===== src/verilog/ahb_sub_pkg.sv =====
// AHB subsystem shared definitions

package ahb_sub_pkg;

  localparam int ADDR_W = 32;
  localparam int DATA_W = 32;

  // only single full-word transfers
  localparam logic [1:0] HTRANS_IDLE   = 2'b00;
  localparam logic [1:0] HTRANS_NONSEQ = 2'b10;

  localparam logic HRESP_OKAY  = 1'b0;
  localparam logic HRESP_ERROR = 1'b1;

  // top nibble of the address picks the slave
  localparam logic [3:0] REGION_MEM  = 4'h0;
  localparam logic [3:0] REGION_GPIO = 4'hB;

  typedef struct packed {
    logic [3:0]  region;
    logic [25:0] index;
    logic [1:0]  offset;
  } haddr_fields_t;

  typedef union packed {
    logic [ADDR_W-1:0] raw;
    haddr_fields_t     fields;
  } haddr_t;

  // data-phase owner, none after reset or idle
  typedef enum logic [1:0] {
    SEL_NONE = 2'd0,
    SEL_MEM  = 2'd1,
    SEL_GPIO = 2'd2,
    SEL_ERR  = 2'd3
  } slave_sel_t;

endpackage


===== src/verilog/ahb_if.sv =====
// decoder to slave AHB link
`timescale 1ns/1ps

interface ahb_if;
  import ahb_sub_pkg::*;

  haddr_t            haddr;
  logic              hwrite;
  logic [DATA_W-1:0] hwdata;
  logic              hsel;
  // global ready, same on every slave
  logic              hready;

  logic [DATA_W-1:0] hrdata;
  logic              hready_out;
  logic              hresp;

  modport master (
    output haddr, hwrite, hwdata, hsel, hready,
    input  hrdata, hready_out, hresp
  );

  modport slave (
    input  haddr, hwrite, hwdata, hsel, hready,
    output hrdata, hready_out, hresp
  );

endinterface


===== src/verilog/ahb_gpio_regs.sv =====
// GPIO register slave
`timescale 1ns/1ps

module ahb_gpio_regs #(
  parameter int GPIO_W = 8
) (
  input  logic              i_per_clk,
  input  logic              i_arst_n,
  ahb_if.slave              bus,
  input  logic [GPIO_W-1:0] i_gpio_porta,
  output logic [GPIO_W-1:0] o_gpio_porta
);
  import ahb_sub_pkg::*;

  logic [GPIO_W-1:0] out_q;
  logic [GPIO_W-1:0] in_q;
  logic              wr_q;
  logic              out_sel_q;
  logic              in_sel_q;

  always_ff @(posedge i_per_clk or negedge i_arst_n) begin
    if (!i_arst_n) begin
      wr_q      <= 1'b0;
      out_sel_q <= 1'b0;
      in_sel_q  <= 1'b0;
    end else if (bus.hready) begin
      wr_q      <= bus.hsel && bus.hwrite;
      out_sel_q <= bus.hsel && (bus.haddr.fields.index == '0);
      in_sel_q  <= bus.hsel && (bus.haddr.fields.index == 26'd1);
    end
  end

  // input port sampled every cycle
  always_ff @(posedge i_per_clk or negedge i_arst_n) begin
    if (!i_arst_n) begin
      out_q <= '0;
      in_q  <= '0;
    end else begin
      in_q <= i_gpio_porta;
      if (bus.hready && wr_q && out_sel_q) begin
        out_q <= bus.hwdata[GPIO_W-1:0];
      end
    end
  end

  assign bus.hrdata = out_sel_q ? DATA_W'(out_q) :
                      in_sel_q  ? DATA_W'(in_q)  : '0;
  assign bus.hready_out = 1'b1;
  assign bus.hresp      = HRESP_OKAY;
  assign o_gpio_porta   = out_q;

endmodule


===== src/flat_wrapper.sv =====
// flat-port wrapper written by rule: the top's interface ports become plain ports
module ahb_gpio_regs_flat import ahb_sub_pkg::*;
#(
  parameter int GPIO_W = 8
)
  (i_per_clk, i_arst_n, i_gpio_porta, o_gpio_porta, bus_haddr, bus_hwrite, bus_hwdata, bus_hsel, bus_hready, bus_hrdata, bus_hready_out, bus_hresp);
  ahb_if bus_i ();
  input  logic i_per_clk;
  input  logic i_arst_n;
  input  logic [GPIO_W-1:0] i_gpio_porta;
  output logic [GPIO_W-1:0] o_gpio_porta;
  input wire logic [$bits(bus_i.haddr)-1:0] bus_haddr;
  input wire logic [$bits(bus_i.hwrite)-1:0] bus_hwrite;
  input wire logic [$bits(bus_i.hwdata)-1:0] bus_hwdata;
  input wire logic [$bits(bus_i.hsel)-1:0] bus_hsel;
  input wire logic [$bits(bus_i.hready)-1:0] bus_hready;
  output wire logic [$bits(bus_i.hrdata)-1:0] bus_hrdata;
  output wire logic [$bits(bus_i.hready_out)-1:0] bus_hready_out;
  output wire logic [$bits(bus_i.hresp)-1:0] bus_hresp;
  assign bus_i.haddr = bus_haddr;
  assign bus_i.hwrite = bus_hwrite;
  assign bus_i.hwdata = bus_hwdata;
  assign bus_i.hsel = bus_hsel;
  assign bus_i.hready = bus_hready;
  assign bus_hrdata = bus_i.hrdata;
  assign bus_hready_out = bus_i.hready_out;
  assign bus_hresp = bus_i.hresp;
  ahb_gpio_regs #(.GPIO_W(GPIO_W)) u_core (.i_per_clk(i_per_clk), .i_arst_n(i_arst_n), .bus(bus_i), .i_gpio_porta(i_gpio_porta), .o_gpio_porta(o_gpio_porta));
endmodule

===== config.mk =====
export PLATFORM = sky130hd
export DESIGN_NAME = ahb_gpio_regs_flat
export DESIGN_NICKNAME = d
export VERILOG_FILES = /design/src/verilog/ahb_sub_pkg.sv /design/src/verilog/ahb_if.sv /design/src/verilog/ahb_gpio_regs.sv /design/src/flat_wrapper.sv
export SDC_FILE = /design/constraint.sdc
export NUM_CORES = 1
export LEC_CHECK = 0
export BUFFER_PORTS_ARGS = -buffer_cell sky130_fd_sc_hd__buf_2
export CAP_MARGIN = 20
export CORE_ASPECT_RATIO = 0.8
export CORE_MARGIN = 4
export CORE_UTILIZATION = 32
export DETAILED_ROUTE_END_ITERATION = 10
export PLACE_DENSITY = 0.79
export SLEW_MARGIN = 0
export SYNTH_ARGS = -nofsm -noshare
export SYNTH_HDL_FRONTEND = slang
export SYNTH_SLANG_ARGS = --single-unit

===== constraint.sdc =====
create_clock -name i_per_clk -period 1.15 [get_ports i_per_clk]
set_input_delay 0.23 -clock i_per_clk [delete_from_list [all_inputs] [get_ports i_per_clk]]
set_output_delay 0.23 -clock i_per_clk [all_outputs]
set_load 0.05 [all_outputs]

==> results.tsv, run 1 <==
stage	metric	value	unit
outcome	status	finished, violations left	
outcome	failing checks	setup timing	
routing	Initial DRC Count	6	
place	DP Wirelength	1.863	mm
timing	Final setup viols	16	
critical_path	R2R depth	4	
job	# Max-Cap Violations	0	
synthesis	Syn Inst Count	85	
critical_path	RR Startpoint	u_core.out_sel_q	
die	Starting Density	0.3423	
synthesis	register area share after synthesis	0.4910	
die	core box area	2829	sq um
routing	uppermost layer routed	met3	
place	PortBufs	62	
routing	Pre-antenna DRT Iters	2	
synthesis	leading post-synthesis cells by cell area	dfrtp_1 49%, buf_4 20%, mux2_2 9.3%	
finish	most common cell after layout, fill and taps aside	buf_2	
finish	nets	233	
routing	final wirelength	2.374	mm
pwr	Gate power share	0.251	
grt	vias in the first global route	865	
cts	clk root buf	clkbuf_8	
timing	Hold Vio Cnt, Final	0	
worst_hold_path	min-delay src	i_gpio_porta[5]	
routing	met2 routed wirelength	1.215	mm
routing	met3 WL	240	um
synthesis	Yosys reg bits	19	
synthesis	top cell type's share of synthesized area	0.4910	
timing	clk_skew	0.0007158	ns
finish	P&R area growth vs syn	60.21	%
pwr	leakage	0.8318	nW
die	DIE WIDTH	69.51	um
pwr	Switch Pwr	519.6	uW
cts	Clock Path Buffers	2	
grt	initial antenna violation count	0	
cts	clk_lat worst skew	0.25	ns
grt	largest net degree at the start of global routing	20	
critical_path	CP startpoint kind	flip-flop	
timing	maximum clock rate	0.6662	GHz
grt	grt total ovfl	0	
grt	GRT Overall Usage	0.1162	
routing	DR WL/cell	12.30	um
synthesis	Cell Area, Synth	968.4	sq um
routing	post-route ant nets	0	
critical_path	Reg-to-Reg End	u_core.o_gpio_porta[2]	
die	Die Area	3976	sq um
timing	RSZ-0062 raised after global routing	yes	
timing	Period minus WS final	1.501	ns
critical_path	Largest stage delay, worst path	0.39	ns
pwr	switching share of power	0.3310	
synthesis	unique cell type count in the Yosys netlist	18	
pwr	VDD IR-drop max	0.6833	mV
cts	CTS H-tree depth	1	
critical_path	Data arrival, critical path	1.27	ns
synthesis	Yosys top cell by area	dfrtp_1	
synthesis	syn_area_per_cell	11.39	sq um
pwr	Int Power	1.050	mW
finish	Ant. Diodes	0	
timing	final worst setup slack	-0.3510	ns
finish	layout cell share with drive strength beyond 1	0.6516	
routing	wl on met1	919	um
synthesis	synth warn	0	
critical_path	CP Launch Point	u_core.in_sel_q	
critical_path	Reg2Reg Setup Slack	-0.15	ns
critical_path	Worst Setup End Kind	output port	
critical_path	Critical Path End	bus_hrdata[6]	
critical_path	CP max FO	7	
cts	clock tree sinks	19	
critical_path	CP Data Required Time	0.92	ns
cts	TritonCTS clock tree	done	
finish	final instance area	1551	sq um
routing	routed vias/inst	4.135	
pwr	sequential share of power	0.465	
cts	CTS Buf Count	3	
worst_hold_path	hold crit path type	in -> reg	
die	Die Ht	57.21	um
place	DP Area	1335	sq um
critical_path	sequence of cells on the critical path	inv_2 -> nor2_4 -> buf_12 -> a22o_4 -> buf_8	
routing	number of remaining DRC errors	0	
die	# IOs	119	
finish	most frequent cells in the layout	46 x buf_2, 26 x conb_1, 10 x dfrtp_1	
cts	Reg clk slew, reported paths	0.07	ns
pwr	P per Cell Area	1012	nW/um^2
grt	first-pass GRT wire length	3.788	mm
critical_path	kind of critical path	reg -> out	
timing	period utilization	1.305	
die	Site Rows	17	
pwr	Clk network pwr share	0.284	
routing	via count	798	
critical_path	critical path's slowest cell	dfrtp_1	
timing	setup TNS	-3.812	ns
place	GPL Wtd Cong	0.6456	
timing	fin. max-slew vios	0	
[cell type report]
cell class	count	area [sq um]
fill	257	1277
inverter	4	15.01
timing repair buffer	69	467.9
clock buffer	4	45.04
tap	38	47.55
multi-input combinational	59	489.2
sequential	19	486.7
[Yosys cell counts, drive strengths merged]
| master | n |
|---|---|
| mux2 | 8 |
| and4bb | 1 |
| nor3 | 1 |
| nand4 | 1 |
| buf | 26 |
| nor4 | 5 |
| a22o | 7 |
| dfrtp | 19 |
| inv | 4 |
| clkbuf | 1 |
| conb | 2 |
| nand2 | 2 |
| nand3 | 3 |
| o21ai | 2 |
| o32ai | 2 |
| nor2 | 1 |
[registers in the layout, summed over array words and instances (netlist names)]
name and count:
u_core.in_q 8, u_core.in_sel_q 1, u_core.o_gpio_porta 8, u_core.wr_q 1
u_core.out_sel_q 1
[what timing repair did]
action | 4_1_cts | 5_1_grt
endpoints found under the setup margin | 16 | 24
buffers inserted | 4 | 1
pin swaps | 1 | 2
cloned | 0 | 0
endpoints found under the hold margin | 19 | 0
hold buffers | 1 | 0
resized for setup | 19 | 22
[per-stage QoR]
stage	setup slack (ns)	hold slack, ns	std cells	util	power (mW)
floorplan	0.004923	-0.06559	109	-	1.068
global placement	-0.1712	0.1871	184	0.4719	1.107
finish	-0.3510	0.08391	193	0.5484	1.570
global route	-0.4002	0.06461	193	0.5484	1.658
CTS	-0.3545	0.07874	193	0.5276	1.570
detailed placement	-0.1936	0.1901	184	0.4719	1.112
[layer usage]
| metal | vias up | global-route usage |
|---|---|---|
| met5 | - | 0 |
| li1 | 387 | - |
| met4 | 0 | 0.01671 |
| met2 | 47 | 0.2092 |
| met1 | 364 | 0.1410 |
| met3 | 0 | 0.03521 |
[worst min path at each step]
stage	cells after the start	slack, ns	endpoint
6_report	1	0.08	u_core.in_q[5]
5_1_grt	1	0.06	u_core.in_q[6]
4_1_cts	1	0.08	u_core.in_q[1]
3_5_place_dp	1	0.19	u_core.in_q[6]
3_3_place_gp	1	0.19	u_core.in_q[7]
2_1_floorplan	0	-0.07	u_core.in_q[0]
[power groups by stage]
| stage | Sequential [mW] | Clock [mW] | Combinational (mW) |
|---|---|---|---|
| finish | 0.729 | 0.446 | 0.395 |
| global placement | 0.738 | 0 | 0.369 |
| global route | 0.733 | 0.506 | 0.419 |
| floorplan | 0.792 | 0 | 0.276 |
| CTS | 0.728 | 0.465 | 0.377 |
| detailed placement | 0.739 | 0 | 0.373 |
[worst max-delay path: cells and delay by family, from the launching register on]
kind | cells | cell delay, ns
flip-flops | 1 | 0.39
buffers and inverters | 3 | 0.37
AO/OA/AOI/OAI | 1 | 0.22
AND/OR/NAND/NOR | 1 | 0.05
[kinds of logic (layout without fill, tap and decap cells)]
group / after synthesis / count (layout) / synth area share
AND/OR/NAND/NOR: 14 / 14 / 0.09560
flip-flops: 19 / 19 / 0.4910
multiplexers: 8 / 8 / 0.09303
AO/OA/AOI/OAI: 11 / 11 / 0.09174
buffers and inverters: 31 / 77 / 0.2209
other: 2 / 26 / 0.007755
Power figures use the tool's default switching activity.
==> inputs of run 2 (changes only) <==
--- a/config.mk
+++ b/config.mk
@@ -5,13 +5,14 @@
 export SDC_FILE = /design/constraint.sdc
 export NUM_CORES = 1
 export LEC_CHECK = 0
+export ABC_AREA = 1
 export BUFFER_PORTS_ARGS = -buffer_cell sky130_fd_sc_hd__buf_2
 export CAP_MARGIN = 20
 export CORE_ASPECT_RATIO = 0.8
 export CORE_MARGIN = 4
-export CORE_UTILIZATION = 32
+export CORE_UTILIZATION = 35
 export DETAILED_ROUTE_END_ITERATION = 10
-export PLACE_DENSITY = 0.79
+export PLACE_DENSITY = 0.81
 export SLEW_MARGIN = 0
 export SYNTH_ARGS = -nofsm -noshare
 export SYNTH_HDL_FRONTEND = slang
==> constraint.sdc (replaced) <==
create_clock -name i_per_clk -period 1.15 [get_ports i_per_clk]
set_input_delay 0.23 -clock i_per_clk [delete_from_list [all_inputs] [get_ports i_per_clk]]
set_output_delay 0.23 -clock i_per_clk [all_outputs]
set_load 0.02 [all_outputs]
==> run 2 against run 1 <==
The flow still finishes with violations (setup timing). Critical path type unchanged. Largest power group unchanged. Critical path depth decreased by 1. Setup slack improved by 0.15 ns. Die area increased by 5.6%. Design area increased by 5.7%.
==> results.tsv, run 2 <==
stage	metric	value	unit
outcome	failing checks	setup timing	
die	DIE WIDTH	71.45	um
timing	fin. max-slew vios	0	
grt	GRT Overall Usage	0.1234	
critical_path	critical path's slowest cell	dfrtp_2	
finish	nets	288	
routing	via count	993	
critical_path	kind of critical path	reg -> out	
timing	Final setup viols	16	
synthesis	Post-synth EDFFs	0	
synthesis	register area share after synthesis	0.4218	
timing	final hold slack	0.07751	ns
die	Site Rows	18	
finish	final instance area	1640	sq um
cts	Reg clk slew, reported paths	0.07	ns
synthesis	Syn Inst Count	142	
critical_path	Data arrival, critical path	1.12	ns
worst_hold_path	WHS Path Cells	1	
job	# Max-Cap Violations	0	
timing	period utilization	1.171	
critical_path	CP Buf/Inv Count	2	
synthesis	prevailing post-synth register cell	dfrtp_1	
cts	clock tree sinks	19	
synthesis	top post-synthesis cells by count	35 x nand2_1, 26 x buf_4, 20 x nor2_1	
die	Die Ht	58.76	um
critical_path	CP dominant cell by count	buf_6	
finish	FF+latch area	478.0	sq um
worst_hold_path	hold crit path type	in -> reg	
grt	first-pass GRT wire length	4.119	mm
routing	routed vias/inst	3.972	
cts	clk root buf	clkbuf_8	
outcome	status	finished, violations left	
timing	setup TNS	-2.902	ns
synthesis	count leader, synth	nand2_1	
die	Die Area	4198	sq um
routing	Initial DRC Count	11	
cts	clk_lat worst skew	0.25	ns
synthesis	syn_area_per_cell	7.939	sq um
place	dpl ws	-0.07095	ns
timing	final worst setup slack	-0.1972	ns
critical_path	R2R depth	4	
place	DP Wirelength	2.013	mm
grt	largest net degree at the start of global routing	20	
grt	grt total ovfl	0	
synthesis	Synth async-reset ratio	1.000	
critical_path	Largest stage delay, worst path	0.47	ns
timing	RSZ-0062 raised after global routing	yes	
critical_path	delay-heaviest family, CP	flip-flops	
critical_path	sequence of cells on the critical path	buf_6 -> nand2_2 -> nand2_1 -> buf_6	
critical_path	CP Data Required Time	0.92	ns
finish	area of the multi-input gates	563.0	sq um
cts	CTS Buf Count	3	
pwr	P per Cell Area	824.1	nW/um^2
cts	CTS H-tree depth	1	
finish	P&R area growth vs syn	45.50	%
pwr	leakage	0.9776	nW
routing	number of remaining DRC errors	0	
critical_path	CP max FO	5	
synthesis	Cell Area, Synth	1127	sq um
cts	Clock Path Buffers	2	
synthesis	leading post-synthesis cells by cell area	dfrtp_1 42%, buf_4 17%, nand2_1 12%	
timing	Period minus WS final	1.347	ns
finish	layout cell share with drive strength beyond 1	0.4857	
routing	Pre-antenna DRT Iters	4	
pwr	VDD IR-drop max	0.7755	mV
grt	initial antenna violation count	0	
timing	clk_skew	0.001598	ns
finish	# fillers	294	
synthesis	unique cell type count in the Yosys netlist	16	
cts	TritonCTS clock tree	done	
synthesis	Yosys top cell by area	dfrtp_1	
die	Starting Density	0.3654	
die	core box area	3085	sq um
routing	final wirelength	2.758	mm
finish	Ant. Diodes	0	
place	PortBufs	62	
place	DP Area	1394	sq um
critical_path	Worst Setup End Kind	output port	
routing	post-route ant nets	0	
timing	maximum clock rate	0.7423	GHz
timing	Hold Vio Cnt, Final	0	
critical_path	Worst path depth	4	
critical_path	CP startpoint kind	flip-flop	
synthesis	top cell type's share of synthesized area	0.4218	
routing	DR WL/cell	11.03	um
die	# IOs	119	
finish	most frequent cells in the layout	54 x buf_2, 26 x conb_1, 22 x nand2_1	
synthesis	Yosys reg bits	19	
finish	most common cell after layout, fill and taps aside	buf_2	
grt	vias in the first global route	958	
place	GPL Wtd Cong	0.6447	
synthesis	synth warn	0	
-- run 2: cell types whose count changed in the layout (fill, tap and decap cells not counted), moves of 8 or more --
cell | previous run | this run
nor2_1 | 0 | 19
buf_2 | 46 | 54
nand2_1 | 1 | 22
inv_1 | 3 | 17
nand2_2 | 1 | 12
-- run 2: area by class of cell --
cell class | count | area share
sequential | 19 | 0.2914
multi-input combinational | 101 | 0.3433
timing repair inverter | 1 | 0.003814
timing repair buffer | 67 | 0.2586
clock buffer | 3 | 0.02517
tap | 40 | 0.03051
inverter | 18 | 0.04424
clock inverter | 1 | 0.003051
-- run 2: routing by layer --
metal	global-route usage	routed length, um	up-vias
met5	0	0	-
met4	0.06166	46	0
met3	0.02560	188	6
met2	0.2160	1495	34
met1	0.1442	1027	439
li1	-	-	514
-- run 2: cells by family after synthesis --
family	share of synthesized area
other	0.006662
AOI/OAI and AO/OA	0.02108
muxes	0.06993
DFF	0.4218
and+or+nand+nor	0.2342
buffers and inverters	0.2464
-- run 2: worst paths after layout --
path	startpoint	to	slack, ns
max	u_core.out_sel_q	bus_hrdata[4]	-0.20
min reg2reg	u_core.o_gpio_porta[0]	u_core.o_gpio_porta[0]	0.55
max reg2reg	u_core.out_sel_q	u_core.o_gpio_porta[4]	-0.19
min in group asynchronous	i_arst_n	u_core.in_q[5]	0.46
min	i_gpio_porta[0]	u_core.in_q[0]	0.08
max in group asynchronous	i_arst_n	u_core.out_sel_q	0.38
-- run 2: timing repair --
action | in CTS | in global routing
hold endpoints to repair | 19 | 0
pin swaps | 1 | 7
cloned | 0 | 1
endpoints found under the setup margin | 11 | 16
resized for setup | 36 | 16
hold buffers | 1 | 0
setup buffers | 0 | 1
-- run 2: power breakdown --
part           switching, mW  internal, mW  total [mW]
clock network          0.213         0.241       0.454
registers            0.00852         0.685       0.693
logic                  0.133        0.0712       0.205
total                  0.355         0.997        1.35
-- run 2: stage by stage --
stage,utilization,instances,power [mW]
global placement,0.4517,243,0.8981
CTS,0.5057,248,1.357
detailed placement,0.4517,243,0.9018
floorplan,-,166,0.8746
finish,0.5316,250,1.352
global route,0.5316,250,1.429
