$ cat src/verilog/ahb_sub_pkg.sv
// AHB subsystem shared definitions

package ahb_sub_pkg;

  localparam int ADDR_W = 32;
  localparam int DATA_W = 32;

  // only single full-word transfers
  localparam logic [1:0] HTRANS_IDLE   = 2'b00;
  localparam logic [1:0] HTRANS_NONSEQ = 2'b10;

  localparam logic HRESP_OKAY  = 1'b0;
  localparam logic HRESP_ERROR = 1'b1;

  // top nibble of the address picks the slave
  localparam logic [3:0] REGION_MEM  = 4'h0;
  localparam logic [3:0] REGION_GPIO = 4'hB;

  typedef struct packed {
    logic [3:0]  region;
    logic [25:0] index;
    logic [1:0]  offset;
  } haddr_fields_t;

  typedef union packed {
    logic [ADDR_W-1:0] raw;
    haddr_fields_t     fields;
  } haddr_t;

  // data-phase owner, none after reset or idle
  typedef enum logic [1:0] {
    SEL_NONE = 2'd0,
    SEL_MEM  = 2'd1,
    SEL_GPIO = 2'd2,
    SEL_ERR  = 2'd3
  } slave_sel_t;

endpackage

$ cat src/verilog/ahb_if.sv
// decoder to slave AHB link
`timescale 1ns/1ps

interface ahb_if;
  import ahb_sub_pkg::*;

  haddr_t            haddr;
  logic              hwrite;
  logic [DATA_W-1:0] hwdata;
  logic              hsel;
  // global ready, same on every slave
  logic              hready;

  logic [DATA_W-1:0] hrdata;
  logic              hready_out;
  logic              hresp;

  modport master (
    output haddr, hwrite, hwdata, hsel, hready,
    input  hrdata, hready_out, hresp
  );

  modport slave (
    input  haddr, hwrite, hwdata, hsel, hready,
    output hrdata, hready_out, hresp
  );

endinterface

$ cat src/verilog/ahb_decoder.sv
// AHB address decoder and response mux
`timescale 1ns/1ps

module ahb_decoder (
  input  logic                            i_per_clk,
  input  logic                            i_arst_n,
  input  ahb_sub_pkg::haddr_t             i_haddr,
  input  logic [1:0]                      i_htrans,
  input  logic                            i_hwrite,
  input  logic [ahb_sub_pkg::DATA_W-1:0]  i_hwdata,
  output logic [ahb_sub_pkg::DATA_W-1:0]  o_hrdata,
  output logic                            o_hready,
  output logic                            o_hresp,
  ahb_if.master                           mem_bus,
  ahb_if.master                           gpio_bus,
  ahb_if.master                           err_bus
);
  import ahb_sub_pkg::*;

  logic       nonseq;
  slave_sel_t addr_sel;
  slave_sel_t data_sel;

  assign nonseq = (i_htrans == HTRANS_NONSEQ);

  always_comb begin
    case (i_haddr.fields.region)
      REGION_MEM:  addr_sel = SEL_MEM;
      REGION_GPIO: addr_sel = SEL_GPIO;
      default:     addr_sel = SEL_ERR;
    endcase
  end

  assign mem_bus.hsel  = nonseq && (addr_sel == SEL_MEM);
  assign gpio_bus.hsel = nonseq && (addr_sel == SEL_GPIO);
  assign err_bus.hsel  = nonseq && (addr_sel == SEL_ERR);

  // address, write and data go to everyone
  assign mem_bus.haddr   = i_haddr;
  assign mem_bus.hwrite  = i_hwrite;
  assign mem_bus.hwdata  = i_hwdata;
  assign mem_bus.hready  = o_hready;
  assign gpio_bus.haddr  = i_haddr;
  assign gpio_bus.hwrite = i_hwrite;
  assign gpio_bus.hwdata = i_hwdata;
  assign gpio_bus.hready = o_hready;
  assign err_bus.haddr   = i_haddr;
  assign err_bus.hwrite  = i_hwrite;
  assign err_bus.hwdata  = i_hwdata;
  assign err_bus.hready  = o_hready;

  // owner of the data phase, idle clears it
  always_ff @(posedge i_per_clk or negedge i_arst_n) begin
    if (!i_arst_n) begin
      data_sel <= SEL_NONE;
    end else if (o_hready) begin
      data_sel <= nonseq ? addr_sel : SEL_NONE;
    end
  end

  always_comb begin
    case (data_sel)
      SEL_MEM: begin
        o_hrdata = mem_bus.hrdata;
        o_hready = mem_bus.hready_out;
        o_hresp  = mem_bus.hresp;
      end
      SEL_GPIO: begin
        o_hrdata = gpio_bus.hrdata;
        o_hready = gpio_bus.hready_out;
        o_hresp  = gpio_bus.hresp;
      end
      SEL_ERR: begin
        o_hrdata = err_bus.hrdata;
        o_hready = err_bus.hready_out;
        o_hresp  = err_bus.hresp;
      end
      default: begin
        o_hrdata = '0;
        o_hready = 1'b1;
        o_hresp  = HRESP_OKAY;
      end
    endcase
  end

  // slaves outside the data phase stay ready and quiet
  a_idle_slaves: assert property (@(posedge i_per_clk) disable iff (!i_arst_n)
    (data_sel == SEL_MEM  || (mem_bus.hready_out && mem_bus.hresp == HRESP_OKAY)) &&
    (data_sel == SEL_GPIO || (gpio_bus.hready_out && gpio_bus.hresp == HRESP_OKAY)) &&
    (data_sel == SEL_ERR  || (err_bus.hready_out && err_bus.hresp == HRESP_OKAY)));

endmodule

$ cat src/flat_wrapper.sv
// flat-port wrapper written by rule: the top's interface ports become plain ports
module ahb_decoder_flat import ahb_sub_pkg::*;
  (i_per_clk, i_arst_n, i_haddr, i_htrans, i_hwrite, i_hwdata, o_hrdata, o_hready, o_hresp, mem_bus_haddr, mem_bus_hwrite, mem_bus_hwdata, mem_bus_hsel, mem_bus_hready, mem_bus_hrdata, mem_bus_hready_out, mem_bus_hresp, gpio_bus_haddr, gpio_bus_hwrite, gpio_bus_hwdata, gpio_bus_hsel, gpio_bus_hready, gpio_bus_hrdata, gpio_bus_hready_out, gpio_bus_hresp, err_bus_haddr, err_bus_hwrite, err_bus_hwdata, err_bus_hsel, err_bus_hready, err_bus_hrdata, err_bus_hready_out, err_bus_hresp);
  ahb_if mem_bus_i ();
  ahb_if gpio_bus_i ();
  ahb_if err_bus_i ();
  input  logic i_per_clk;
  input  logic i_arst_n;
  input  ahb_sub_pkg::haddr_t i_haddr;
  input  logic [1:0] i_htrans;
  input  logic i_hwrite;
  input  logic [ahb_sub_pkg::DATA_W-1:0] i_hwdata;
  output logic [ahb_sub_pkg::DATA_W-1:0] o_hrdata;
  output logic o_hready;
  output logic o_hresp;
  output wire logic [$bits(mem_bus_i.haddr)-1:0] mem_bus_haddr;
  output wire logic [$bits(mem_bus_i.hwrite)-1:0] mem_bus_hwrite;
  output wire logic [$bits(mem_bus_i.hwdata)-1:0] mem_bus_hwdata;
  output wire logic [$bits(mem_bus_i.hsel)-1:0] mem_bus_hsel;
  output wire logic [$bits(mem_bus_i.hready)-1:0] mem_bus_hready;
  input wire logic [$bits(mem_bus_i.hrdata)-1:0] mem_bus_hrdata;
  input wire logic [$bits(mem_bus_i.hready_out)-1:0] mem_bus_hready_out;
  input wire logic [$bits(mem_bus_i.hresp)-1:0] mem_bus_hresp;
  output wire logic [$bits(gpio_bus_i.haddr)-1:0] gpio_bus_haddr;
  output wire logic [$bits(gpio_bus_i.hwrite)-1:0] gpio_bus_hwrite;
  output wire logic [$bits(gpio_bus_i.hwdata)-1:0] gpio_bus_hwdata;
  output wire logic [$bits(gpio_bus_i.hsel)-1:0] gpio_bus_hsel;
  output wire logic [$bits(gpio_bus_i.hready)-1:0] gpio_bus_hready;
  input wire logic [$bits(gpio_bus_i.hrdata)-1:0] gpio_bus_hrdata;
  input wire logic [$bits(gpio_bus_i.hready_out)-1:0] gpio_bus_hready_out;
  input wire logic [$bits(gpio_bus_i.hresp)-1:0] gpio_bus_hresp;
  output wire logic [$bits(err_bus_i.haddr)-1:0] err_bus_haddr;
  output wire logic [$bits(err_bus_i.hwrite)-1:0] err_bus_hwrite;
  output wire logic [$bits(err_bus_i.hwdata)-1:0] err_bus_hwdata;
  output wire logic [$bits(err_bus_i.hsel)-1:0] err_bus_hsel;
  output wire logic [$bits(err_bus_i.hready)-1:0] err_bus_hready;
  input wire logic [$bits(err_bus_i.hrdata)-1:0] err_bus_hrdata;
  input wire logic [$bits(err_bus_i.hready_out)-1:0] err_bus_hready_out;
  input wire logic [$bits(err_bus_i.hresp)-1:0] err_bus_hresp;
  assign mem_bus_haddr = mem_bus_i.haddr;
  assign mem_bus_hwrite = mem_bus_i.hwrite;
  assign mem_bus_hwdata = mem_bus_i.hwdata;
  assign mem_bus_hsel = mem_bus_i.hsel;
  assign mem_bus_hready = mem_bus_i.hready;
  assign mem_bus_i.hrdata = mem_bus_hrdata;
  assign mem_bus_i.hready_out = mem_bus_hready_out;
  assign mem_bus_i.hresp = mem_bus_hresp;
  assign gpio_bus_haddr = gpio_bus_i.haddr;
  assign gpio_bus_hwrite = gpio_bus_i.hwrite;
  assign gpio_bus_hwdata = gpio_bus_i.hwdata;
  assign gpio_bus_hsel = gpio_bus_i.hsel;
  assign gpio_bus_hready = gpio_bus_i.hready;
  assign gpio_bus_i.hrdata = gpio_bus_hrdata;
  assign gpio_bus_i.hready_out = gpio_bus_hready_out;
  assign gpio_bus_i.hresp = gpio_bus_hresp;
  assign err_bus_haddr = err_bus_i.haddr;
  assign err_bus_hwrite = err_bus_i.hwrite;
  assign err_bus_hwdata = err_bus_i.hwdata;
  assign err_bus_hsel = err_bus_i.hsel;
  assign err_bus_hready = err_bus_i.hready;
  assign err_bus_i.hrdata = err_bus_hrdata;
  assign err_bus_i.hready_out = err_bus_hready_out;
  assign err_bus_i.hresp = err_bus_hresp;
  ahb_decoder u_core (.i_per_clk(i_per_clk), .i_arst_n(i_arst_n), .i_haddr(i_haddr), .i_htrans(i_htrans), .i_hwrite(i_hwrite), .i_hwdata(i_hwdata), .o_hrdata(o_hrdata), .o_hready(o_hready), .o_hresp(o_hresp), .mem_bus(mem_bus_i), .gpio_bus(gpio_bus_i), .err_bus(err_bus_i));
endmodule
$ cat config.mk
export PLATFORM = sky130hd
export DESIGN_NAME = ahb_decoder_flat
export DESIGN_NICKNAME = d
export VERILOG_FILES = /design/src/verilog/ahb_sub_pkg.sv /design/src/verilog/ahb_if.sv /design/src/verilog/ahb_decoder.sv /design/src/flat_wrapper.sv
export SDC_FILE = /design/constraint.sdc
export NUM_CORES = 1
export LEC_CHECK = 0
export BUFFER_PORTS_ARGS = -buffer_cell sky130_fd_sc_hd__clkbuf_2
export CAP_MARGIN = 0
export CORE_AREA = 2 2 157 159
export CTS_CLUSTER_SIZE = 12
export DETAILED_ROUTE_END_ITERATION = 10
export DIE_AREA = 0 0 159 161
export RECOVER_POWER = 50
export REMOVE_ABC_BUFFERS = 1
export SLEW_MARGIN = 0
export SYNTH_ARGS = -nofsm -noshare
export SYNTH_HDL_FRONTEND = slang
export SYNTH_SLANG_ARGS = --single-unit
$ cat constraint.sdc
create_clock -name i_per_clk -period 1.8 [get_ports i_per_clk]
set_clock_uncertainty 0.05 [all_clocks]
set_input_delay 0.18 -clock i_per_clk [delete_from_list [all_inputs] [get_ports i_per_clk]]
set_output_delay 0.18 -clock i_per_clk [all_outputs]
set_load 0.005 [all_outputs]
==> summary.md, run 1 <==
| Metric | Value |
|---|---|
| Status | finished, final reports clean |
| Grt total ovfl | 0 |
| Vias | around 2,100 |
| CTS tree | built |
| Tot GR Track Use | 0.185 |
| Max Slew Vio Count | 0 |
| Vias in the first global route | about 2,100 |
| Fmax | around 0.56 GHz |
| Clock sinks | 2 |
| CTS buffer count | 3 |
| Setup violations, final | 0 |
| Core area | 24,000 um^2 |
| Drt wl/cell | between 40 and 50 um |
| Syn Inst Count | ~310 |
| Critical path type | reg2out |
| Top Ports | between 400 and 500 |
| Wire length of the first global-routing pass | between 20,000 and 30,000 um |
| Crit path to | o_hrdata[20] |
| Clock-pin slew on the worst setup and hold paths | ~30 ps |
| Chip width | about 160 um |
| Flop2flop setup slack | roughly 600 ps |
| Drt first pass iters | 4 |
| Worst-Margin Slew | around 350 ps |
| R2R cell count | 4 |
| H-tree depth | 1 |
| Crit path time final | 1790 ps |
| Peak supply drop | approximately 320 uV |
| Max reg flops | 2 |
| Fin crit share | 0.994 |
| Final worst slack | between 10 and 15 ps |
| Full die area | 25,600 um^2 |
| Routability cong. | between 0.7 and 0.8 |
| CTS Root Cell | clkbuf_16 |
| Area after DPL | 2290 um^2 |
| Initial antenna violation count | 4 |
| WP data arrival | approximately 1600 ps |
| Largest regs | u_core.data_sel: 2 flops |
| Non-filler cells, final | slightly below 600 |
| Lkg Pwr | 1.23 nW |
| Slew headroom | 0.764 |
| Critical Path Start | u_core.data_sel[1] |
| Syn_area_per_cell | between 8 and 9 um^2 |
| Fin. Hold Viols | 0 |
| Area Overhead vs Synth | -7.52% |
| Worst min path class | in2reg |
| Initial DRC count | around 120 |
| Pin count of the biggest net entering global routing | 23 |
| DRT Wirelength | roughly 25,000 um |
| Yosys synthesis warning count | 0 |
| Worst Path Required | about 1600 ps |
| Post-route cell area | 2390 um^2 |
| Critical path capture point type | output port |
| Post-Place Cells | between 500 and 600 |
| Die Y | between 150 and 200 um |
| Reg-to-reg endpoint | u_core.data_sel[0] |
| PD cells | roughly 630 nW/um^2 |
| Crit-path max FO | 19 |
| Unrepaired setup endpoints after global routing | yes |
| Pre-CTS setup slack | around 140 ps |
| Final net count | roughly 440 |
| Register with the most flip-flops | u_core.data_sel |
| Residual DRC | 0 |
| Footprint of the multi-input gates | 937 um^2 |
| Clock buffer depth | 2 |
| Routed Antenna Nets | 0 |
| Cell Area, Synth | ~2600 um^2 |
| DP HPWL | about 23,000 um |
| FF+latch area | between 50 and 60 um^2 |
| Clk_lat worst skew | roughly 220 ps |
| Layout cells sized above 1 | 0.774 |
| Critical R2R Launch | u_core.data_sel[1] |
| Max Cap Viol | 0 |
| Hold slack | ~200 ps |
| Via/cell ratio | 3.51 |
| Sequential area share after synthesis | 0.0194 |
| Synth Register Bits | 2 |
| Startpoint Class | flip-flop |
| Fillers | approximately 2,800 |
| Num rows | 57 |
| Port-buffer cells | about 160 |
| Initial Utilization | 0.108 |
| Distinct cells, synth | 24 |
layer usage:
metal,global-route usage,part of all wire
met1,0.121,0.23
met2,0.271,0.41
met3,0.242,0.28
met4,0.105,0.068
met5,0.0871,0.011
layout make-up:
type / instances / share of cell area
multi-input combinational: 89 / 0.393
tap: 324 / 0.170
antenna: 1 / 0.00105
timing repair buffer: 168 / 0.377
sequential: 2 / 0.0220
clock buffer: 3 / 0.0315
inverter: 4 / 0.00629
layout by cell type, fill, tap and decap left out, drive strengths merged, types with 2 or more instances in the layout:
cell	instances
nand2b	2
nor2	2
nor2b	2
a22o	33
and2	3
a21oi	2
clkbuf	158
dfrtp	2
nand2	2
mux2	33
buf	12
inv	4
ha	4
how the worst min path moves through the flow:
stage	startpoint	to	cells past startpoint	slack, ps
2_1_floorplan	i_arst_n	u_core.data_sel[0]	0	-170
3_3_place_gp	i_arst_n	u_core.data_sel[0]	1	-80
3_5_place_dp	i_arst_n	u_core.data_sel[1]	1	-80
4_1_cts	mem_bus_hready_out	u_core.data_sel[1]	3	200
5_1_grt	mem_bus_hready_out	u_core.data_sel[1]	3	220
6_report	mem_bus_hready_out	u_core.data_sel[1]	3	200
synth_stat cells:
| library cell | instances | area share |
|---|---|---|
| mux2i_1 | 1 | 0.0039 |
| dfrtp_1 | 2 | 0.019 |
| buf_4 | 198 | 0.58 |
| a22o_1 | 33 | 0.11 |
| a31oi_1 | 1 | 0.0024 |
| buf_8 | 1 | 0.0058 |
| nor2b_1 | 2 | 0.0048 |
| a21oi_1 | 2 | 0.0039 |
| mux2_2 | 7 | 0.031 |
| inv_1 | 4 | 0.0058 |
| mux2_4 | 26 | 0.15 |
| ha_1 | 4 | 0.019 |
| clkbuf_1 | 3 | 0.0044 |
| or4_1 | 1 | 0.0029 |
| and2_1 | 3 | 0.0073 |
| buf_12 | 2 | 0.016 |
| o21a_1 | 1 | 0.0029 |
| buf_6 | 1 | 0.0044 |
| nor2_1 | 2 | 0.0029 |
| nand4b_1 | 1 | 0.0034 |
| nand2_1 | 2 | 0.0029 |
| nand2b_1 | 2 | 0.0048 |
| a32oi_1 | 1 | 0.0034 |
| buf_2 | 5 | 0.0097 |
critical path, stage by stage, from the launching register on:
cell and delay [ps]:
dfrtp_2 420, buf_12 210, mux2_2 350, a22o_1 190, clkbuf_2 150
stage by stage:
step	total power, mW	TNS (ps)	util
final	1.51	0	0.0996
after floorplan	0.587	-45930	-
after CTS	1.54	-3.62	0.0993
after global routing	1.64	-132	0.0995
after detailed placement	1.19	0	0.0958
after global placement	1.19	0	0.0958
power breakdown:
part | internal, mW | leakage [nW] | switching, mW
logic | 0.575 | 1.17 | 0.524
registers | 0.0547 | 0.0228 | 0.0266
clock network | 0.282 | 0.0370 | 0.0492
repair_timing:
action	in CTS	in global routing
hold buffers	1	0
endpoints found under the hold margin	2	0
setup buffers	0	0
gates resized for setup	0	7
endpoints found under the setup margin	1	10
logic make-up after synthesis:
logic type / share of synthesized area
buffers and inverters: 0.622
AOI/OAI and AO/OA: 0.125
DFF: 0.0194
muxes: 0.186
adders and majority gates: 0.0194
and+or+nand+nor: 0.0291
(Power assumes the default switching activity.)
==> inputs of run 2 (changes only) <==
--- a/config.mk
+++ b/config.mk
@@ -5,6 +5,7 @@
 export SDC_FILE = /design/constraint.sdc
 export NUM_CORES = 1
 export LEC_CHECK = 0
+export ABC_AREA = 1
 export BUFFER_PORTS_ARGS = -buffer_cell sky130_fd_sc_hd__clkbuf_2
 export CAP_MARGIN = 0
 export CORE_AREA = 2 2 157 159
==> run 2 against run 1 <==
  * Worst setup slack improved by 35 ps
  * Highest routed layer unchanged
  * Sequential power rose by 17%
  * Sequential cell count did not move
  * Hold slack improved by 61 ps
  * Via count rose by 13%
  * Combinational power rose by 120%
  * Critical endpoint is now o_hresp
  * Synthesized cell count rose by 24%
==> summary.md, run 2 <==
| Metric | Value |
|---|---|
| CP delay by family, top | buffers and inverters |
| Simple-Gate Fraction of Synth Area | 0.315 (+0.286) |
| Worst-Margin Slew | 243 ps (-111 ps) |
| Clock sinks | 2 (unchanged) |
| Max Cap Viol | 0 (unchanged) |
| Sequential area share after synthesis | 0.0199 (+0.000512) |
| Largest regs | u_core.data_sel: 2 flops |
| Setup TNS Final | 0 ps (unchanged) |
| Max reg flops | 2 (unchanged) |
| Async SR Flop Fraction | 1.00 (unchanged) |
| Initial Utilization | 0.105 (-0.00277) |
| Clk_lat worst skew | 220 ps (about the same) |
| Synth top area cells | buf_4, nand2_1, nand3_2, buf_6, dfrtp_1 |
| Syn_area_per_cell | 6.65 um^2 (-21%) |
| Switching power | 1.50 mW (+150%) |
| Initial DRC count | 130 (+9.2%) |
| Commonest non-fill, non-tap cells in the layout | clkbuf_2, nand2_1, nand3_2 |
| Routed Antenna Nets | 0 (unchanged) |
| Max Slew Vio Count | 0 (unchanged) |
| Yosys top cell area share | 0.600 (+0.0242) |
| Clock buffer depth | 2 (unchanged) |
| Wire length of the first global-routing pass | 30,100 um (+1.9%) |
| Crit-path max FO | 7 (-12) |
| Peak supply drop | 917 uV (+190%) |
| H-tree depth | 1 (unchanged) |
| Cell mode on critical path | buf_12 |
| Sequential share of power | 0.033 (-0.021) |
| Synth Area in Compound Gates | 0.00299 (-0.122) |
| PD cells | 1180 nW/um^2 (+87%) |
| Status | finished, final reports clean |
| DP HPWL | 22,400 um (-0.88%) |
| Fillers | 2,876 (+0.98%) |
| CP bufs+invs | 4 (+2) |
| Switching power share of the total | 0.520 (+0.124) |
| Area Overhead vs Synth | -2.94% |
| Most common cell in the netlist | buf_4 |
| Post-route cell area | 2440 um^2 (+2.3%) |
| Comb power frac | 0.851 (+0.124) |
| Drt first pass iters | 4 (unchanged) |
| Grt total ovfl | 0 (unchanged) |
| CTS buffer count | 3 (unchanged) |
| Setup violations, final | 0 (unchanged) |
| Area after DPL | 2230 um^2 (-2.7%) |
| Crit path time final | 1750 ps (-34.6 ps) |
| Synth top cells by count | buf_4, nand2_1, nand3_2 |
| CP max stage delay | 370 ps (-50 ps) |
| Worst-path cell chain | buf_4, nor2_4, buf_12, buf_12, nand2_1, nand3_2, buf_2 |
| CTS tree | built |
| Main combinational cell family by area after synthesis | buffers and inverters |
| Worst Path Required | 1570 ps (about the same) |
| Clock-pin slew on the worst setup and hold paths | 30 ps (about the same) |
| Vias in the first global route | 2,311 (+9.9%) |
| Die Y | 161 um (unchanged) |
| CP max-delay cell | dfrtp_1 |
| Post-synth EDFFs | 0 (unchanged) |
| CTS Root Cell | clkbuf_16 |
| Drt wl/cell | 37.3 um (-11%) |
| Commonest non-fill, non-tap cell in the layout | clkbuf_2 |
| Vias | 2,345 (+13%) |
| Layout cells sized above 1 | 0.622 (-0.152) |
| Fin. Hold Viols | 0 (unchanged) |
| Synthesized-area fraction occupied by adder cells | 0.0199 (+0.000512) |
| Final net count | 524 (+18%) |
| Post-Synth XOR/XNOR Area | 0 (unchanged) |
| Worst min path class | in2reg |
| Initial antenna violation count | 1 (-3) |
| Startpoint Class | flip-flop |
| Routability cong. | 0.884 (+14%) |
| WP data arrival | 1520 ps (-40 ps) |
| Residual DRC | 0 (unchanged) |
| Power share of the clock group | 0.116 (-0.103) |
| Top FF cell, synth | dfrtp_1 |
| Multiplexer share of the synthesized area | 0 (-0.186) |
| Internal power | 1.39 mW (+52%) |
| Register with the most flip-flops | u_core.data_sel |
| Critical path capture point type | output port |
| Cell Area, Synth | 2510 um^2 (-2.6%) |
| Fin crit share | 0.975 (-0.0192) |
| Critical path type | reg2out |
| Via/cell ratio | 3.49 (-0.71%) |
| Hold slack | 259 ps (+61.4 ps) |
| Port-buffer cells | 161 (unchanged) |
| Full die area | 25,600 um^2 (unchanged) |
| Synth area leader | buf_4 |
| Num rows | 57 (unchanged) |
| Yosys synthesis warning count | 0 (unchanged) |
| Tot GR Track Use | 0.186 (+0.00129) |
| Pin count of the biggest net entering global routing | 28 (+22%) |
| Top Ports | 406 (unchanged) |
| Fmax | 0.570 GHz (+2.0%) |
| Synth Register Bits | 2 (unchanged) |
| Distinct cells, synth | 14 (-42%) |
| DRT Wirelength | 25,100 um (+1.0%) |
| Slew headroom | 0.837 (+0.0738) |
| Chip width | 159 um (unchanged) |
| Core area | 24,000 um^2 (unchanged) |
| Lkg Pwr | 1.39 nW (+13%) |
| Syn Inst Count | 378 (+24%) |
==> run 2: worst register-to-register path, stage by stage, from the launching register on <==
cell	delay [ps]
dfrtp_2	410
inv_2	70
o21bai_1	170
nand3_1	220
nand2_1	120
nand2_1	60
==> run 2: power groups by stage <==
stage / registers [mW] / clock network [mW] / logic [mW]
floorplan: 0.106 / 0 / 0.903
global placement: 0.0930 / 0 / 2.23
detailed placement: 0.0930 / 0 / 2.24
CTS: 0.0926 / 0.340 / 2.26
global route: 0.101 / 0.348 / 2.71
finish: 0.0948 / 0.335 / 2.46
==> run 2: cells by family after synthesis <==
family                     Yosys count
DFF                                  2
buffers and inverters              217
and+or+nand+nor                    154
adders and majority gates            4
AOI/OAI and AO/OA                    1
==> run 2: path summary, 6_finish.rpt <==
path / from / end / slack, ps / cells past startpoint
min in group asynchronous: i_arst_n / u_core.data_sel[1] / 290 / 2
worst max register to register: u_core.data_sel[0] / u_core.data_sel[0] / 570 / 5
max in group asynchronous: i_arst_n / u_core.data_sel[0] / 1300 / 2
worst min-delay path: mem_bus_hready_out / u_core.data_sel[0] / 260 / 4
worst max-delay path: u_core.data_sel[1] / o_hresp / 50 / 7
worst min register to register: u_core.data_sel[0] / u_core.data_sel[0] / 600 / 2
==> run 2: what timing repair did <==
action | in CTS | in global routing
cloned | 0 | 2
endpoints found under the hold margin | 2 | 0
setup buffers | 0 | 1
hold buffers | 1 | 0
setup endpoints to repair | 12 | 29
resized for setup | 1 | 16
==> run 2: routing by layer <==
| layer | share of wire | up-vias | global-route usage |
|---|---|---|---|
| li1 | - | 903 | - |
| met2 | 0.41 | 382 | 0.276 |
| met1 | 0.29 | 1014 | 0.147 |
| met5 | 0.010 | - | 0.0909 |
| met3 | 0.23 | 38 | 0.211 |
| met4 | 0.052 | 8 | 0.0847 |
==> run 2: through the flow <==
step | cells | power (mW) | utilization | setup WS, ps
final | 672 | 2.89 | 0.102 | 45.3
after global routing | 671 | 3.16 | 0.102 | -0.450
after CTS | 668 | 2.69 | 0.0969 | 7.32
after detailed placement | 664 | 2.34 | 0.0932 | 200
after global placement | 664 | 2.33 | 0.0932 | 202
after floorplan | 171 | 1.01 | - | 445
==> run 2: area by class of cell <==
cell class                 count  area [um^2]  share of cell area
tap                          324          405               0.166
timing repair buffer         173          998               0.409
multi-input combinational    159          867               0.355
antenna                        1         2.50             0.00103
inverter                      10         40.0              0.0164
sequential                     2         51.3              0.0210
clock buffer                   3         75.1              0.0308
==> inputs of run 3 (changes only) <==
--- a/config.mk
+++ b/config.mk
@@ -8,13 +8,13 @@
 export ABC_AREA = 1
 export BUFFER_PORTS_ARGS = -buffer_cell sky130_fd_sc_hd__clkbuf_2
 export CAP_MARGIN = 0
-export CORE_AREA = 2 2 157 159
+export CORE_AREA = 2 2 159 161
 export CTS_CLUSTER_SIZE = 12
 export DETAILED_ROUTE_END_ITERATION = 10
-export DIE_AREA = 0 0 159 161
+export DIE_AREA = 0 0 161 163
 export RECOVER_POWER = 50
 export REMOVE_ABC_BUFFERS = 1
-export SLEW_MARGIN = 0
+export SLEW_MARGIN = 20
 export SYNTH_ARGS = -nofsm -noshare
 export SYNTH_HDL_FRONTEND = slang
 export SYNTH_SLANG_ARGS = --single-unit
==> constraint.sdc (replaced) <==
create_clock -name i_per_clk -period 2.15 [get_ports i_per_clk]
set_clock_uncertainty 0.05 [all_clocks]
set_input_delay 0.215 -clock i_per_clk [delete_from_list [all_inputs] [get_ports i_per_clk]]
set_output_delay 0.215 -clock i_per_clk [all_outputs]
set_load 0.005 [all_outputs]
==> run 3 against run 2 <==
  * Critical path depth down 2
  * Register-to-register slack improved by 320 ps
  * Global-route usage rose by 0.17 points
  * Design area fell by 5.7%
  * Highest routed layer unchanged
  * Worst setup slack better by 98 ps
  * Critical endpoint unchanged
  * Largest power group unchanged
==> summary.md, run 3 (synthesis results as in run 2) <==
| Metric | Value |
|---|---|
| Status | finished, final reports clean |
| Worst-path cell chain | nand2_1, clkinv_2, nand2_1, nand3_2, clkbuf_2 |
| Area Overhead vs Synth | -8.51% |
| Post-CTS setup buffers | 0 (unchanged) |
| Clock buffer depth | 2 (unchanged) |
| Max Cap Viol | 0 (unchanged) |
| Top Ports | 406 (unchanged) |
| Switching power share of the total | 0.551 (+0.0312) |
| Crit path time final | around 2000 ps |
| Post-route cell area | 2300 um^2 (-5.7%) |
| DP HPWL | 23,200 um (+3.6%) |
| CP delay by family, top | simple AND/OR/NAND/NOR gates |
| Power share of the clock group | 0.132 (+0.016) |
| Peak supply drop | 560 uV (-39%) |
| Initial antenna violation count | 0 (-1) |
| WP data arrival | 1740 ps (+220 ps) |
| Comb power frac | 0.824 (-0.027) |
| Via/cell ratio | 3.49 (-0.10%) |
| CTS Root Cell | clkbuf_16 |
| Layout cells sized above 1 | 0.601 (-0.0219) |
| Startpoint Class | flip-flop |
| Worst Path Required | 1880 ps (+310 ps) |
| Sequential share of power | 0.044 (+0.011) |
| Clk_lat worst skew | 220 ps (about the same) |
| Vias | 2,353 (+0.34%) |
| Initial Utilization | 0.102 (-0.00302) |
| Area after DPL | 2210 um^2 (-1.1%) |
| Clock sinks | 2 (unchanged) |
| Vias in the first global route | 2,134 (-7.7%) |
| Register with the most flip-flops | u_core.data_sel |
| Grt total ovfl | 0 (unchanged) |
| Setup violations, final | 0 (unchanged) |
| Initial DRC count | 119 (-8.5%) |
| Fin crit share | 0.933 |
| Max Slew Vio Count | 0 (unchanged) |
| Die Y | 163 um (+1.2%) |
| Routed wl met3 | 6460 um (+11%) |
| CP max-delay cell | dfrtp_1 |
| Final worst slack | 143 ps (+98.0 ps) |
| Clock-pin slew on the worst setup and hold paths | 30 ps (about the same) |
| Switching power | 1.18 mW (-21%) |
| PD cells | 930 nW/um^2 (-21%) |
| Commonest non-fill, non-tap cell in the layout | clkbuf_2 |
| Largest regs | u_core.data_sel: 2 flops |
| Routed Antenna Nets | 0 (unchanged) |
| Chip width | 161 um (+1.3%) |
| CP max stage delay | 460 ps (+90 ps) |
| Commonest non-fill, non-tap cells in the layout | clkbuf_2, nand2_1, nand3_2 |
| Drt first pass iters | 4 (unchanged) |
| Core area | 24,700 um^2 (+3.0%) |
| Pre-CTS setup slack | 345 ps (+145 ps) |
| Highest Signal Layer | met5 |
| Drt wl/cell | 38.3 um (+2.6%) |
| CTS tree | built |
| Worst-Margin Slew | 511 ps (+268 ps) |
| Wire length of the first global-routing pass | 30,500 um (+1.4%) |
| CP bufs+invs | 2 (-2) |
| Full die area | 26,200 um^2 (+2.5%) |
| Slew headroom | 0.658 (-0.179) |
| Critical path type | reg2out |
| Met1 WL | 7340 um (-0.41%) |
| Fillers | 2,992 (+4.0%) |
| Worst min path class | in2async |
| Footprint of the multi-input gates | 850 um^2 (-2.0%) |
| Num rows | 58 (+1.8%) |
| H-tree depth | 1 (unchanged) |
| Final net count | 520 (-0.76%) |
| Setup TNS Final | 0 ps (unchanged) |
| Wire length on met2 | 11,000 um (+6.4%) |
| DRT Wirelength | 25,800 um (+3.0%) |
| Pin count of the biggest net entering global routing | 22 (-21%) |
| CTS buffer count | 3 (unchanged) |
| Fin. Hold Viols | 0 (unchanged) |
| Crit-path max FO | 21 (+14) |
| Max reg flops | 2 (unchanged) |
| Unrepaired setup endpoints after global routing | no |
| FF+latch area | 50.0 um^2 (-2.4%) |
| Fmax | around 0.5 GHz |
| Lkg Pwr | 1.33 nW (-4.4%) |
| Port-buffer cells | 161 (unchanged) |
| Critical path capture point type | output port |
| Cell mode on critical path | nand2_1 |
| Tot GR Track Use | 0.188 (+0.00174) |
| Internal power | 0.960 mW (-31%) |
| Residual DRC | 0 (unchanged) |
| Routability cong. | 0.834 (-5.7%) |
[run 3: cell count changes in the layout (fill, tap and decap cells not counted), moves of 3 or more]
| cell | previous run | this run |
|---|---|---|
| nand2_1 | 102 | 105 |
| nand2_2 | 4 | 1 |
| buf_12 | 5 | 0 |
| clkbuf_2 | 158 | 161 |
| buf_4 | 4 | 7 |
[run 3: what timing repair did]
| item | in CTS | in global routing |
|---|---|---|
| hold buffers | 1 | 0 |
| resized for setup | 0 | 1 |
| hold endpoints to repair | 2 | 0 |
| setup endpoints to repair | 0 | 1 |
[run 3: routing by layer]
metal,vias to the layer above,GRT usage
li1,895,-
met4,12,0.0361
met1,949,0.152
met5,-,0.108
met3,39,0.220
met2,458,0.291
[run 3: layout make-up]
| cell class | instances | share of cell area |
|---|---|---|
| clock buffers | 3 | 0.0326 |
| well taps | 330 | 0.180 |
| inverters | 10 | 0.0169 |
| diodes | 2 | 0.00218 |
| repair buffers | 169 | 0.378 |
| flip-flops and latches | 2 | 0.0218 |
| multi-input cells | 159 | 0.369 |
[run 3: power groups by stage]
stage | clock (mW) | combinational, mW | sequential (mW)
finish | 0.283 | 1.76 | 0.0940
floorplan | 0 | 0.756 | 0.0890
detailed placement | 0 | 1.81 | 0.0936
global route | 0.290 | 1.98 | 0.0996
global placement | 0 | 1.81 | 0.0927
CTS | 0.288 | 1.82 | 0.0933
[run 3: stage by stage]
step	hold slack, ps	std cells	power (mW)	utilization
floorplan	-131	171	0.845	-
global placement	-45.5	669	1.90	0.0895
detailed placement	-46.7	669	1.91	0.0895
CTS	261	673	2.20	0.0930
global route	278	673	2.37	0.0930
finish	260	675	2.14	0.0932
[run 3: worst paths after layout]
path / startpoint / to / slack, ps / cells after the start
setup / recovery: u_core.data_sel[1] / o_hresp / 140 / 5
hold / removal: i_arst_n / u_core.data_sel[1] / 260 / 2
setup reg to reg: u_core.data_sel[0] / u_core.data_sel[0] / 890 / 5
hold reg to reg: u_core.data_sel[0] / u_core.data_sel[0] / 610 / 2
max in group asynchronous: i_arst_n / u_core.data_sel[0] / 1690 / 2
min in group i_per_clk: mem_bus_hready_out / u_core.data_sel[0] / 290 / 4
